## src/game_rules_pkg.sv

```systemverilog
`default_nettype none

package game_rules_pkg;

	localparam int NUM_PLAYERS = 4;
	localparam int BOARD_SPOTS = 32;

	typedef logic [1:0] player_t;
	// position on the ring, wraps past 31
	typedef logic [4:0] spot_t;
	typedef logic [2:0] die_t;
	typedef logic [12:0] score_t;
	// one bit per spot, set once the property is owned
	typedef logic [BOARD_SPOTS-1:0] progress_t;

	// base value per spot
	localparam logic [8:0] SPOT_SCORE [BOARD_SPOTS] = '{
		9'd0,   9'd5,   9'd0,   9'd15,  9'd0,   9'd15,  9'd10,  9'd20,
		9'd0,   9'd20,  9'd30,  9'd30,  9'd0,   9'd40,  9'd40,  9'd50,
		9'd150, 9'd40,  9'd40,  9'd40,  9'd0,   9'd10,  9'd60,  9'd60,
		9'd300, 9'd10,  9'd30,  9'd60,  9'd0,   9'd80,  9'd0,   9'd80
	};

	// spot classes as masks over the ring
	localparam progress_t PROPERTY_MASK = 32'hafef_eeea;
	localparam progress_t PENALTY_SPOTS = 32'h4000_0004;
	localparam progress_t BONUS_SPOTS   = 32'h1010_1010;
	localparam progress_t NEUTRAL_SPOTS = 32'h0000_0101;
	// no die multiplier on these
	localparam progress_t FLAT_SPOTS    = 32'h0101_0000;

	localparam logic [8:0] PENALTY_BASE = 9'd20;
	localparam logic [8:0] BONUS_BASE   = 9'd20;

endpackage

`default_nettype wire

```

## src/game_ctrl_pkg.sv

```systemverilog
`default_nettype none

package game_ctrl_pkg;

	typedef enum logic [2:0] {
		IDLE,
		ROLL,
		STEP,
		STOP,
		REPORT,
		NEXT,
		OVER
	} ctrl_state_t;

	// cycles per board step
	localparam int STEP_CYCLES      = 16;
	localparam int FAST_STEP_CYCLES = 2;

	// wide enough for STEP_CYCLES - 1
	typedef logic [3:0] step_cnt_t;

	// reports the consumer can hold
	localparam int REPORT_CREDITS = 2;
	typedef logic [1:0] credit_t;

	// dice sum, at most 12
	typedef logic [3:0] move_cnt_t;

endpackage

`default_nettype wire

```

## src/step_timer.sv

```systemverilog
`default_nettype none
`timescale 1ns/1ps

module step_timer (
	input  logic clk,
	input  logic reset,
	input  logic start,
	input  logic fast,
	input  logic run,
	output logic tick
);

	game_ctrl_pkg::step_cnt_t cnt;
	game_ctrl_pkg::step_cnt_t last;
	logic                     fast_q;

	// rate is fixed for the whole move
	assign last = fast_q ? game_ctrl_pkg::step_cnt_t'(game_ctrl_pkg::FAST_STEP_CYCLES - 1)
	                     : game_ctrl_pkg::step_cnt_t'(game_ctrl_pkg::STEP_CYCLES - 1);

	assign tick = run && !start && (cnt == last);

	always_ff @(posedge clk) begin
		if (!reset) begin
			cnt    <= '0;
			fast_q <= 1'b0;
		end else if (start) begin
			cnt    <= '0;
			fast_q <= fast;
		end else if (run) begin
			// wrap at the end of each period
			if (tick)
				cnt <= '0;
			else
				cnt <= cnt + 1'b1;
		end
	end

endmodule

`default_nettype wire

```

## src/player_bank.sv

```systemverilog
`default_nettype none
`timescale 1ns/1ps

module player_bank #(
	parameter type entry_t = logic
) (
	input  logic                     clk,
	input  logic                     reset,
	input  game_rules_pkg::player_t  index,
	input  logic                     wr_en,
	input  entry_t                   wr_data,
	output entry_t                   rd_data
);

	entry_t mem [game_rules_pkg::NUM_PLAYERS];

	// game state starts from zero for every player
	always_ff @(posedge clk) begin
		if (!reset) begin
			for (int i = 0; i < game_rules_pkg::NUM_PLAYERS; i++)
				mem[i] <= '0;
		end else if (wr_en) begin
			mem[index] <= wr_data;
		end
	end

	// read is combinational at the current player
	assign rd_data = mem[index];

endmodule

`default_nettype wire

```

## src/score_calc.sv

```systemverilog
`default_nettype none
`timescale 1ns/1ps

module score_calc (
	input  game_rules_pkg::spot_t     spot,
	input  game_rules_pkg::score_t    score,
	input  game_rules_pkg::progress_t progress,
	input  game_rules_pkg::die_t      d1,
	input  game_rules_pkg::die_t      d2,
	output game_rules_pkg::score_t    new_score,
	output game_rules_pkg::progress_t new_progress,
	output logic                      all_owned
);

	// largest change is 80 * 6
	typedef logic [11:0] delta_t;

	game_rules_pkg::die_t larger;
	delta_t               add;
	delta_t               sub;
	logic [13:0]          sum;

	assign larger = (d1 > d2) ? d1 : d2;

	always_comb begin
		add          = '0;
		sub          = '0;
		new_progress = progress;
		if (game_rules_pkg::PENALTY_SPOTS[spot]) begin
			sub = delta_t'(larger) * delta_t'(game_rules_pkg::PENALTY_BASE);
		end else if (game_rules_pkg::BONUS_SPOTS[spot]) begin
			add = delta_t'(larger) * delta_t'(game_rules_pkg::BONUS_BASE);
		end else if (game_rules_pkg::NEUTRAL_SPOTS[spot]) begin
			add = '0;
		end else if (game_rules_pkg::PROPERTY_MASK[spot] && !progress[spot]) begin
			// first visit buys the property
			new_progress[spot] = 1'b1;
			if (game_rules_pkg::FLAT_SPOTS[spot])
				add = delta_t'(game_rules_pkg::SPOT_SCORE[spot]);
			else
				add = delta_t'(game_rules_pkg::SPOT_SCORE[spot]) * delta_t'(larger);
		end
	end

	assign sum = {1'b0, score} + 14'(add);

	// clamp at zero going down, saturate going up
	always_comb begin
		if (sub != '0)
			new_score = (score > 13'(sub)) ? score - 13'(sub) : '0;
		else
			new_score = sum[13] ? '1 : sum[12:0];
	end

	assign all_owned = &(new_progress | ~game_rules_pkg::PROPERTY_MASK);

endmodule

`default_nettype wire

```

## src/turn_reporter.sv

```systemverilog
`default_nettype none
`timescale 1ns/1ps

module turn_reporter (
	input  logic                     clk,
	input  logic                     reset,
	input  logic                     send,
	input  game_rules_pkg::player_t  player,
	input  game_rules_pkg::spot_t    spot,
	input  game_rules_pkg::score_t   score,
	input  logic                     credit_return,
	output logic                     can_send,
	output logic                     report_valid,
	output game_rules_pkg::player_t  report_player,
	output game_rules_pkg::spot_t    report_spot,
	output game_rules_pkg::score_t   report_score
);

	game_ctrl_pkg::credit_t credits;

	assign can_send = (credits != '0);

	always_ff @(posedge clk) begin
		if (!reset) begin
			credits      <= game_ctrl_pkg::credit_t'(game_ctrl_pkg::REPORT_CREDITS);
			report_valid <= 1'b0;
		end else begin
			report_valid <= send;
			// spend and return may land together
			case ({send, credit_return})
				2'b10:   credits <= credits - 1'b1;
				2'b01:   credits <= credits + 1'b1;
				default: credits <= credits;
			endcase
		end
	end

	// report fields, valid alongside report_valid
	always_ff @(posedge clk) begin
		if (send) begin
			report_player <= player;
			report_spot   <= spot;
			report_score  <= score;
		end
	end

endmodule

`default_nettype wire

```

## src/game_fsm.sv

```systemverilog
`default_nettype none
`timescale 1ns/1ps

module game_fsm (
	input  logic                     clk,
	input  logic                     reset,
	input  logic                     roll,
	input  game_rules_pkg::die_t     d1,
	input  game_rules_pkg::die_t     d2,
	input  logic                     fast_fwd,
	input  logic                     step_tick,
	input  logic                     all_owned,
	input  logic                     can_send,
	input  game_rules_pkg::spot_t    spot,
	output logic                     timer_start,
	output logic                     timer_run,
	output game_rules_pkg::player_t  player,
	output logic                     spot_wr,
	output logic                     score_wr,
	output logic                     progress_wr,
	output game_rules_pkg::spot_t    next_spot,
	output game_rules_pkg::die_t     dice_d1,
	output game_rules_pkg::die_t     dice_d2,
	output logic                     send,
	output logic                     roll_ready,
	output logic                     game_over
);

	game_ctrl_pkg::ctrl_state_t         state;
	game_ctrl_pkg::move_cnt_t           moves_left;
	logic [game_rules_pkg::NUM_PLAYERS-1:0] finished;
	logic                               turn_fast;
	logic                               accept;
	game_rules_pkg::player_t            next_player;
	game_rules_pkg::player_t            cand;

	assign roll_ready  = (state == game_ctrl_pkg::ROLL);
	assign game_over   = (state == game_ctrl_pkg::OVER);
	assign accept      = roll && roll_ready;

	// timer is armed on the roll, counts only while walking
	assign timer_start = accept;
	assign timer_run   = (state == game_ctrl_pkg::STEP);

	assign spot_wr     = (state == game_ctrl_pkg::STEP) && step_tick;
	assign next_spot   = spot + 1'b1;
	assign score_wr    = (state == game_ctrl_pkg::STOP);
	assign progress_wr = (state == game_ctrl_pkg::STOP);
	assign send        = (state == game_ctrl_pkg::REPORT) && can_send;

	// pick who plays next
	always_comb begin
		cand        = '0;
		next_player = player;
		if (!(dice_d1 == dice_d2 && !finished[player])) begin
			// nearest unfinished player wins, self if nobody else is left
			for (int i = game_rules_pkg::NUM_PLAYERS - 1; i > 0; i--) begin
				cand = player + game_rules_pkg::player_t'(i);
				if (!finished[cand])
					next_player = cand;
			end
		end
	end

	// dice held for the whole turn
	always_ff @(posedge clk) begin
		if (accept) begin
			dice_d1 <= d1;
			dice_d2 <= d2;
		end
	end

	always_ff @(posedge clk) begin
		if (!reset) begin
			state      <= game_ctrl_pkg::IDLE;
			player     <= '0;
			finished   <= '0;
			moves_left <= '0;
			turn_fast  <= 1'b0;
		end else begin
			case (state)
				game_ctrl_pkg::IDLE: state <= game_ctrl_pkg::ROLL;
				game_ctrl_pkg::ROLL: begin
					if (accept) begin
						moves_left <= game_ctrl_pkg::move_cnt_t'(d1)
						            + game_ctrl_pkg::move_cnt_t'(d2);
						turn_fast  <= fast_fwd;
						state      <= game_ctrl_pkg::STEP;
					end
				end
				game_ctrl_pkg::STEP: begin
					if (step_tick) begin
						moves_left <= moves_left - 1'b1;
						if (moves_left == 4'd1)
							state <= game_ctrl_pkg::STOP;
					end
				end
				game_ctrl_pkg::STOP: begin
					if (all_owned)
						finished[player] <= 1'b1;
					state <= game_ctrl_pkg::REPORT;
				end
				// hold here until the consumer has room
				game_ctrl_pkg::REPORT: begin
					if (can_send)
						state <= game_ctrl_pkg::NEXT;
				end
				game_ctrl_pkg::NEXT: begin
					if (&finished) begin
						state <= game_ctrl_pkg::OVER;
					end else begin
						player <= next_player;
						// fast forward goes straight back to the roll
						state  <= turn_fast ? game_ctrl_pkg::ROLL : game_ctrl_pkg::IDLE;
					end
				end
				game_ctrl_pkg::OVER: state <= game_ctrl_pkg::OVER;
				default: state <= game_ctrl_pkg::IDLE;
			endcase
		end
	end

endmodule

`default_nettype wire

```

## src/board_game_ctrl.sv

```systemverilog
`default_nettype none
`timescale 1ns/1ps

module board_game_ctrl (
	input  logic                     clk,
	input  logic                     reset,
	input  logic                     roll,
	input  game_rules_pkg::die_t     d1,
	input  game_rules_pkg::die_t     d2,
	input  logic                     fast_fwd,
	input  logic                     credit_return,
	output logic                     roll_ready,
	output game_rules_pkg::player_t  turn_player,
	output logic                     game_over,
	output logic                     report_valid,
	output game_rules_pkg::player_t  report_player,
	output game_rules_pkg::spot_t    report_spot,
	output game_rules_pkg::score_t   report_score
);

	logic                      timer_start;
	logic                      timer_run;
	logic                      step_tick;
	logic                      spot_wr;
	logic                      score_wr;
	logic                      progress_wr;
	logic                      all_owned;
	logic                      send;
	logic                      can_send;
	game_rules_pkg::spot_t     cur_spot;
	game_rules_pkg::spot_t     next_spot;
	game_rules_pkg::score_t    cur_score;
	game_rules_pkg::score_t    new_score;
	game_rules_pkg::progress_t cur_progress;
	game_rules_pkg::progress_t new_progress;
	game_rules_pkg::die_t      dice_d1;
	game_rules_pkg::die_t      dice_d2;

	game_fsm u_game_fsm (
		.clk         (clk),
		.reset       (reset),
		.roll        (roll),
		.d1          (d1),
		.d2          (d2),
		.fast_fwd    (fast_fwd),
		.step_tick   (step_tick),
		.all_owned   (all_owned),
		.can_send    (can_send),
		.spot        (cur_spot),
		.timer_start (timer_start),
		.timer_run   (timer_run),
		.player      (turn_player),
		.spot_wr     (spot_wr),
		.score_wr    (score_wr),
		.progress_wr (progress_wr),
		.next_spot   (next_spot),
		.dice_d1     (dice_d1),
		.dice_d2     (dice_d2),
		.send        (send),
		.roll_ready  (roll_ready),
		.game_over   (game_over)
	);

	step_timer u_step_timer (
		.clk   (clk),
		.reset (reset),
		.start (timer_start),
		.fast  (fast_fwd),
		.run   (timer_run),
		.tick  (step_tick)
	);

	player_bank #(.entry_t(game_rules_pkg::spot_t)) u_spot_bank (
		.clk     (clk),
		.reset   (reset),
		.index   (turn_player),
		.wr_en   (spot_wr),
		.wr_data (next_spot),
		.rd_data (cur_spot)
	);

	player_bank #(.entry_t(game_rules_pkg::score_t)) u_score_bank (
		.clk     (clk),
		.reset   (reset),
		.index   (turn_player),
		.wr_en   (score_wr),
		.wr_data (new_score),
		.rd_data (cur_score)
	);

	player_bank #(.entry_t(game_rules_pkg::progress_t)) u_progress_bank (
		.clk     (clk),
		.reset   (reset),
		.index   (turn_player),
		.wr_en   (progress_wr),
		.wr_data (new_progress),
		.rd_data (cur_progress)
	);

	score_calc u_score_calc (
		.spot         (cur_spot),
		.score        (cur_score),
		.progress     (cur_progress),
		.d1           (dice_d1),
		.d2           (dice_d2),
		.new_score    (new_score),
		.new_progress (new_progress),
		.all_owned    (all_owned)
	);

	turn_reporter u_turn_reporter (
		.clk           (clk),
		.reset         (reset),
		.send          (send),
		.player        (turn_player),
		.spot          (cur_spot),
		.score         (cur_score),
		.credit_return (credit_return),
		.can_send      (can_send),
		.report_valid  (report_valid),
		.report_player (report_player),
		.report_spot   (report_spot),
		.report_score  (report_score)
	);

endmodule

`default_nettype wire

```

## config.mk

```make
export PLATFORM = sky130hd
export DESIGN_NAME = board_game_ctrl
export DESIGN_NICKNAME = d
export VERILOG_FILES = /design/src/game_rules_pkg.sv /design/src/game_ctrl_pkg.sv /design/src/step_timer.sv /design/src/player_bank.sv /design/src/score_calc.sv /design/src/turn_reporter.sv /design/src/game_fsm.sv /design/src/board_game_ctrl.sv
export SDC_FILE = /design/constraint.sdc
export NUM_CORES = 1
export LEC_CHECK = 0
export BUFFER_PORTS_ARGS = -buffer_cell sky130_fd_sc_hd__buf_2
export CORE_AREA = 3 3 159 161
export DETAILED_ROUTE_END_ITERATION = 8
export DIE_AREA = 0 0 162 164
export GPL_TIMING_DRIVEN = 0
export PLACE_DENSITY_LB_ADDON = 0.05
export SETUP_SLACK_MARGIN = 0.15
export SLEW_MARGIN = 30
export SYNTH_ARGS = -nofsm -noshare
export SYNTH_HDL_FRONTEND = slang
export SYNTH_SLANG_ARGS = --single-unit
```

## constraint.sdc

```tcl
create_clock -name clk -period 9.1 [get_ports clk]
set_clock_uncertainty 0.2 [all_clocks]
set_input_delay 1.82 -clock clk [delete_from_list [all_inputs] [get_ports clk]]
set_output_delay 1.82 -clock clk [all_outputs]
set_load 0.02 [all_outputs]
```

; ---- Word level (Yosys, flattened, before mapping)
; Memories as Yosys holds them, arrays and structs flattened. A register that Yosys moved wholly into a read port is not among the register bits.
; Cells that the tools add are included.
[totals]
register_bits = 48
latchBits = 0
mem_bits_rw = 200
rom_bits = 448
input_bits = 11
output_inout_bits = 25
wordCells = 168
n_memories = 9
[op_classes]
add_sub_neg = 11
multipliers = 2
n_div = 0
order_cmp = 10
n_eq_ne = 16
shift = 0
mux = 73
bitwise = 6
reduce_logical = 27
[mem_list]
columns = memory, words, width, read_ports, rd_ports_with_merged_regs, wr, line_no
row1 = (no name shown), 32, 9, 1, 0, 0, score_calc.sv:39  ; add = delta_t'(game_rules_pkg::SPOT_SCORE[spot]);
row2 = u_progress_bank.mem, 4, 32, 1, 1, 4, player_bank.sv:15  ; entry_t mem [game_rules_pkg::NUM_PLAYERS];
row3 = u_score_bank.mem, 4, 13, 1, 1, 4, player_bank.sv:15
row4 = (no name shown), 32, 1, 1, 0, 0, score_calc.sv:38  ; if (game_rules_pkg::FLAT_SPOTS[spot])
row5 = (no name shown), 32, 1, 1, 0, 0, score_calc.sv:29  ; if (game_rules_pkg::PENALTY_SPOTS[spot]) begin
row6 = (no name shown), 32, 1, 1, 0, 0, score_calc.sv:31  ; end else if (game_rules_pkg::BONUS_SPOTS[spot]) begin
row7 = +3 memories, --, --, --, --, --, --
[ops]
columns = operator, n
row1 = 32-bit 2-to-1 mux, 5
row2 = 12-bit 2-to-1 mux, 5
row3 = 13-bit 2-to-1 mux, 4
row4 = 32-bit OR, 1
row5 = 32-bit OR reduction, 1
row6 = 25-bit AND reduction, 1
row7 = 2-bit 2-to-1 mux, 12
row8 = 1-bit 2-to-1 mux, 23
row9 = 3-bit case mux with 7 select lines, 1
row10 = 3-bit 2-to-1 mux, 6
row11 = 9-bit 2-to-1 mux, 2
row12 = 4-bit 2-to-1 mux, 4
row13 = 13-bit by 12-bit adder with 14-bit output, 1
row14 = 13-bit by 8-bit > comparator with 1-bit output, 1
row15 = 13-bit OR reduction, 1
row16 = 13-bit by 8-bit subtractor with 13-bit output, 1
row17 = 2-bit by 3-bit less-than comparator with 1-bit output (second input constant), 4
row18 = 9-bit by 3-bit multiplier with 12-bit output, 1
row19 = 4-bit AND reduction, 3
row20 = 12-bit nonzero test, 1
row21 = 3-bit == test (second input constant), 3
row22 = 1-bit logical AND, 9
row23 = 1-bit binary-select mux with 2-bit select, 4
row24 = 8-bit 2-to-1 mux, 1
row25 = 39 further kinds, 50

; ---- Longest topological paths before layout
[logic_depth]
word_depth = 14
ltp_mapped = 34
ltp_nobuf = 30

; ---- By module
; A second synthesis with hierarchy kept.
[unflattened]
cells_unflattened = 1227
hier_area_um2 = 14191.1
[modules_own_cells]
columns = module, instances, cells_per_inst, area_per_inst_um2, seq_area_each_um2
row1 = player_bank at u_progress_bank, 1, 357, 5470.2, 3843.7
row2 = score_calc, 1, 459, 3220.6, 0.0
row3 = player_bank at u_score_bank, 1, 150, 2258.4, 1561.5
row4 = game_fsm, 1, 144, 1317.5, 460.4
row5 = player_bank at u_spot_bank, 1, 60, 943.4, 600.6
row6 = turn_reporter, 1, 33, 729.4, 660.6
row7 = step_timer, 1, 24, 251.5, 100.1

; ---- Worst setup path before layout
; Ideal clock, no wire load.
[synth_timing]
path_type = reg-to-reg
from = register with a tool-made name
to = memory u_score_bank.mem[0][8] (netlist bit), data pin
setup_ns = 0.268
arrival_ns = 6.368
required_time_ns = 8.632
slack_ns = 2.265
path_stages_with_launch = 33
path_buffers = 5
period_less_slack_ns = 6.835
cell_sequence = dfxtp_1 > buf_6 > mux4_2 > buf_6 > inv_1 > ha_1 > clkbuf_1 > nand2_1 > clkbuf_1 > a311oi_1 > a21oi_1 > nand2b_1 > fa_1 > inv_1 > ha_1 > fa_1 > a21oi_1 > o21bai_1 > a21oi_1 > nor2_1 > nor2_1 > o21bai_1 > a21oi_1 > xor2_1 > nor2_1 > ha_1 > or2_2 > o22a_1 > a31oi_1 > o21ai_0 > clkbuf_1 > o21ai_0 > nor2_1
[synth_lines]
columns = item, line_no
row1 = "end, declared", player_bank.sv:15

==> summary.txt <==
GRT
----------------------------------------------------------------------------------
Largest net degree at the start of global routing                               38
Total gr overflow                                                                0
Via count of the first global-routing pass                                    9856
Aggregate global-route resource usage                                        27.6%
First-pass GRT wire length                                                56700 um
Initial antenna violation count                                                  0

MIN PATH
----------------------------------------------------------------------------------
Hold path startpoint                                                  u_game_fsm.turn_fast
Worst Hold Path Cells                                                            2
Type of the most critical hold path                                        reg2reg
Endpoint, Worst Hold                                                  u_game_fsm.turn_fast

SETUP PATH
----------------------------------------------------------------------------------
Cell occurring most often along the worst timing path                 sky130_fd_sc_hd__a21oi_1
WP data arrival                                                            8.42 ns
Slowest cell on the critical path                                     sky130_fd_sc_hd__mux4_2
WS Path Type                                                               reg2reg
FF-to-FF setup slack                                                       0.76 ns
Worst reg2reg path depth                                                        32
Worst Path Max Fanout                                                           10
Data required time of the critical path                                    9.18 ns
Worst stage delay on the critical path                                     0.64 ns
Endpoint class of the critical path                                       register
Endpoint of the worst register-to-register path                       u_score_bank.mem[2][0]
Element type at the critical path start                                   register

PLACED DESIGN
----------------------------------------------------------------------------------
Estimated wirelength of the detail-placed design                          25700 um
Count of port buffers added during placement                                    35
GPL Wtd Cong                                                                 0.990
Pre-CTS setup slack                                                       0.429 ns

SYNTHESIS
----------------------------------------------------------------------------------
Synth Area per Inst                                                       11.3 um2
Proportion of synthesized chip area in sequential cells                      52.0%
Number of enable-type register cells in the synthesized netlist                226
Distinct cell type count of the synthesized netlist                             77
Dominant synthesized flop cell                                        sky130_fd_sc_hd__edfxtp_1
Post-Synthesis Cell Area                                                 13900 um2
Syn. warnings                                                                    0
Net count of the mapped netlist                                               1305
Number of register bits inferred by synthesis                                  249
Fraction of registers with async set/reset                                      0%
Cell count after synthesis                                                    1230

TIMING
----------------------------------------------------------------------------------
Normalized max-slew margin                                                   34.2%
Final hold viol count                                                            0
Slew of the pin with the lowest slew margin                               0.984 ns
PnR worst setup slack                                                     0.763 ns
Number of slew-limit violations in the final report                              0
Total negative slack                                                          0 ns
Final setup vio count                                                            0
Setup repair after global routing missed its margin                             no
Final Cycle Share                                                            91.6%
Tmin final                                                                 8.34 ns
Achievable Freq                                                            120 MHz

DIE
----------------------------------------------------------------------------------
Area of the core                                                         24100 um2
Number of ports placed on the die boundary                                      36
Die footprint                                                            26600 um2
Initial Utilization                                                          57.8%
Row Count                                                                       57
Horiz. Die Dim                                                              162 um
Die span in y                                                               164 um

CLOCKING
----------------------------------------------------------------------------------
H-tree lvl count                                                                 1
Insertion delay of the later-clocked pin in the worst-skew pair            0.56 ns
Clock-pin slew on the worst setup and hold paths                           0.06 ns
Maximum number of buffers from clock root to sink                                3
CTS Hold Buffers Added                                                           0
Library cell used as clock root buffer                                sky130_fd_sc_hd__clkbuf_16
TritonCTS clock tree                                                          done
Number of buffers created by CTS                                                27
Number of sinks handled by clock tree synthesis                                249

DRT
----------------------------------------------------------------------------------
First-pass DRT Iterations                                                        5
Antenna viol nets, final                                                         0
Wire length per cell                                                       22.0 um
Total wire length after detailed routing                                  36300 um
Overall via count from detail_route                                          10100
Violation count after the first detailed-routing iteration                     970
Via density per instance                                                      6.10
DRC errors left                                                                  0

STATUS
----------------------------------------------------------------------------------
Status                                                                finished clean

FLOW RUN
----------------------------------------------------------------------------------
Max cap viols                                                                    0

POWER AND IR DROP
----------------------------------------------------------------------------------
Pwr dens                                                                176 nW/um2
Pwr Total                                                                  2750 uW
Static leakage power                                                    0.00594 uW
Worst supply voltage drop on vdd                                          0.170 mV

FINISH
----------------------------------------------------------------------------------
Layout cells sized above 1                                                   14.1%
Diodes inserted                                                                  0
Number of fill cells in the layout                                            1930
Signed area change from the synthesized netlist to the final layout          12.0%
Layout Nets                                                                   1377

==> kinds of logic after synthesis <==
group,share of synthesized area (%)
buf+inv,4.20
simple gates,15.2
compound gates,9.90
flops,52.0
fa+ha+maj,6.34
mux,10.5
xor+xnor,1.76
==> synth_stat cells (all sizes together) (6+ instances only) <==
master    n  share of area [%]
edfxtp  226                 49
nor2    197                5.4
nand2   106                2.9
inv      66                1.8
a21oi    59                2.1
o21ai    57                2.0
ha       53                4.8
clkbuf   52                1.4
mux4     50                8.1
and3     36                1.6
dfxtp    23                3.3
nand3    23               0.83
xnor2    23                1.4
buf      21                1.0
and2     20               0.90
mux2i    20                1.4
nor3     19               0.84
mux2     12               0.97
fa       11                1.6
o211ai   11               0.59
nand4     9               0.51
nor2b     9               0.40
o21a      8               0.43
a21boi    7               0.38
nand2b    7               0.31
o21bai    7               0.38
a21o      6               0.32
a31oi     6               0.27
a41oi     6               0.43
o31ai     6               0.32
==> worst max-delay path: cells and delay by family (launching register included) <==
family                     cells  cell delay [ns]
adders and majority gates      4             1.34
xor gates and xnor gates       1             0.19
AOI/OAI and AO/OA             13             2.82
buffers and inverters          7             1.46
muxes                          1             0.64
and+or+nand+nor                6             1.09
DFF                            1             0.33
==> power breakdown <==
| part | internal, uW | switching [uW] |
|---|---|---|
| sequential | 1290 | 14.1 |
| clock | 631 | 471 |
| combinational | 122 | 225 |
| total | 2040 | 710 |
==> metal layers <==
layer | global-route usage, % | share of wire, % | wire length [um] | vias to the layer above
met2 | 46.8 | 49 | 17600 | 350
met4 | 8.49 | 3.6 | 1300 | 0
met1 | 37.8 | 42 | 15200 | 4958
li1 | - | - | - | 4651
met5 | 0 | 0 | 0 | -
met3 | 3.43 | 5.9 | 2150 | 91
==> final cells by class <==
class / instances / area, um2 / area share, %
Inverter: 67 / 251 / 1.61
Tap cell: 324 / 405 / 2.60
Clock buffer: 29 / 683 / 4.38
Sequential cell: 249 / 7250 / 46.4
Buffer: 73 / 340 / 2.18
Timing Repair Buffer: 43 / 333 / 2.13
Multi-Input combinational cell: 841 / 6150 / 39.4
Clock inverter: 21 / 198 / 1.27
==> stage by stage <==
| stage | area (um2) | std cells | hold slack, ns | utilization, % |
|---|---|---|---|---|
| after global routing | 15600 | 1647 | 0.344 | 64.7 |
| after floorplan | 13900 | 1230 | 0.260 | - |
| after detailed placement | 14700 | 1595 | 0.304 | 61.0 |
| after global placement | 14500 | 1589 | 0.293 | 60.2 |
| after CTS | 15600 | 1645 | 0.313 | 64.6 |
| final | 15600 | 1647 | 0.309 | 64.7 |
==> cell usage in the layout (no fill, tap or decap), drive strengths merged, types with 4 or more instances in the layout <==
master and n:
o21ai 57, nor3 19, o22ai 4, or3 5, a21oi 59, nor2b 9
a41oi 6, mux4 50, a21o 6, o21bai 7, nor2 197, mux2i 20
nand2 106, o211ai 11, clkinv 16, clkbuf 82, nand3 23, a31oi 6
xnor2 23, nand2b 7, inv 67, and2 20, a21boi 7, xor2 5
o31a 4, mux2 12, nand4 9, fa 11, o211a 4, o21a 8
or2 5, o31ai 6, dfxtp 23, edfxtp 226, a22oi 4, and3 36
ha 53, buf 63
==> registers in the layout, indices dropped and copies added (netlist names), 4 cells and up, named ones only <==
register	cells
u_game_fsm.finished	4
u_game_fsm.moves_left	4
u_progress_bank.mem	128
u_score_bank.mem	52
u_spot_bank.mem	20
u_step_timer.cnt	4
u_turn_reporter.report_score	13
u_turn_reporter.report_spot	5
==> worst max-delay path by stage <==
stage | startpoint | endpoint | depth (start not counted)
floorplan | register | u_score_bank.mem[0][8] | 32
detailed placement | register | u_score_bank.mem[2][8] | 32
finish | register | u_score_bank.mem[2][0] | 32
CTS | register | u_score_bank.mem[0][8] | 32
global placement | register | u_score_bank.mem[1][8] | 32
global route | register | u_score_bank.mem[2][6] | 31
==> timing repair <==
action                                  in CTS  in global routing
setup buffers                                0                  2
gates resized for setup                      0                 11
endpoints found under the setup margin       0                 25
(Power assumes the default switching activity.)
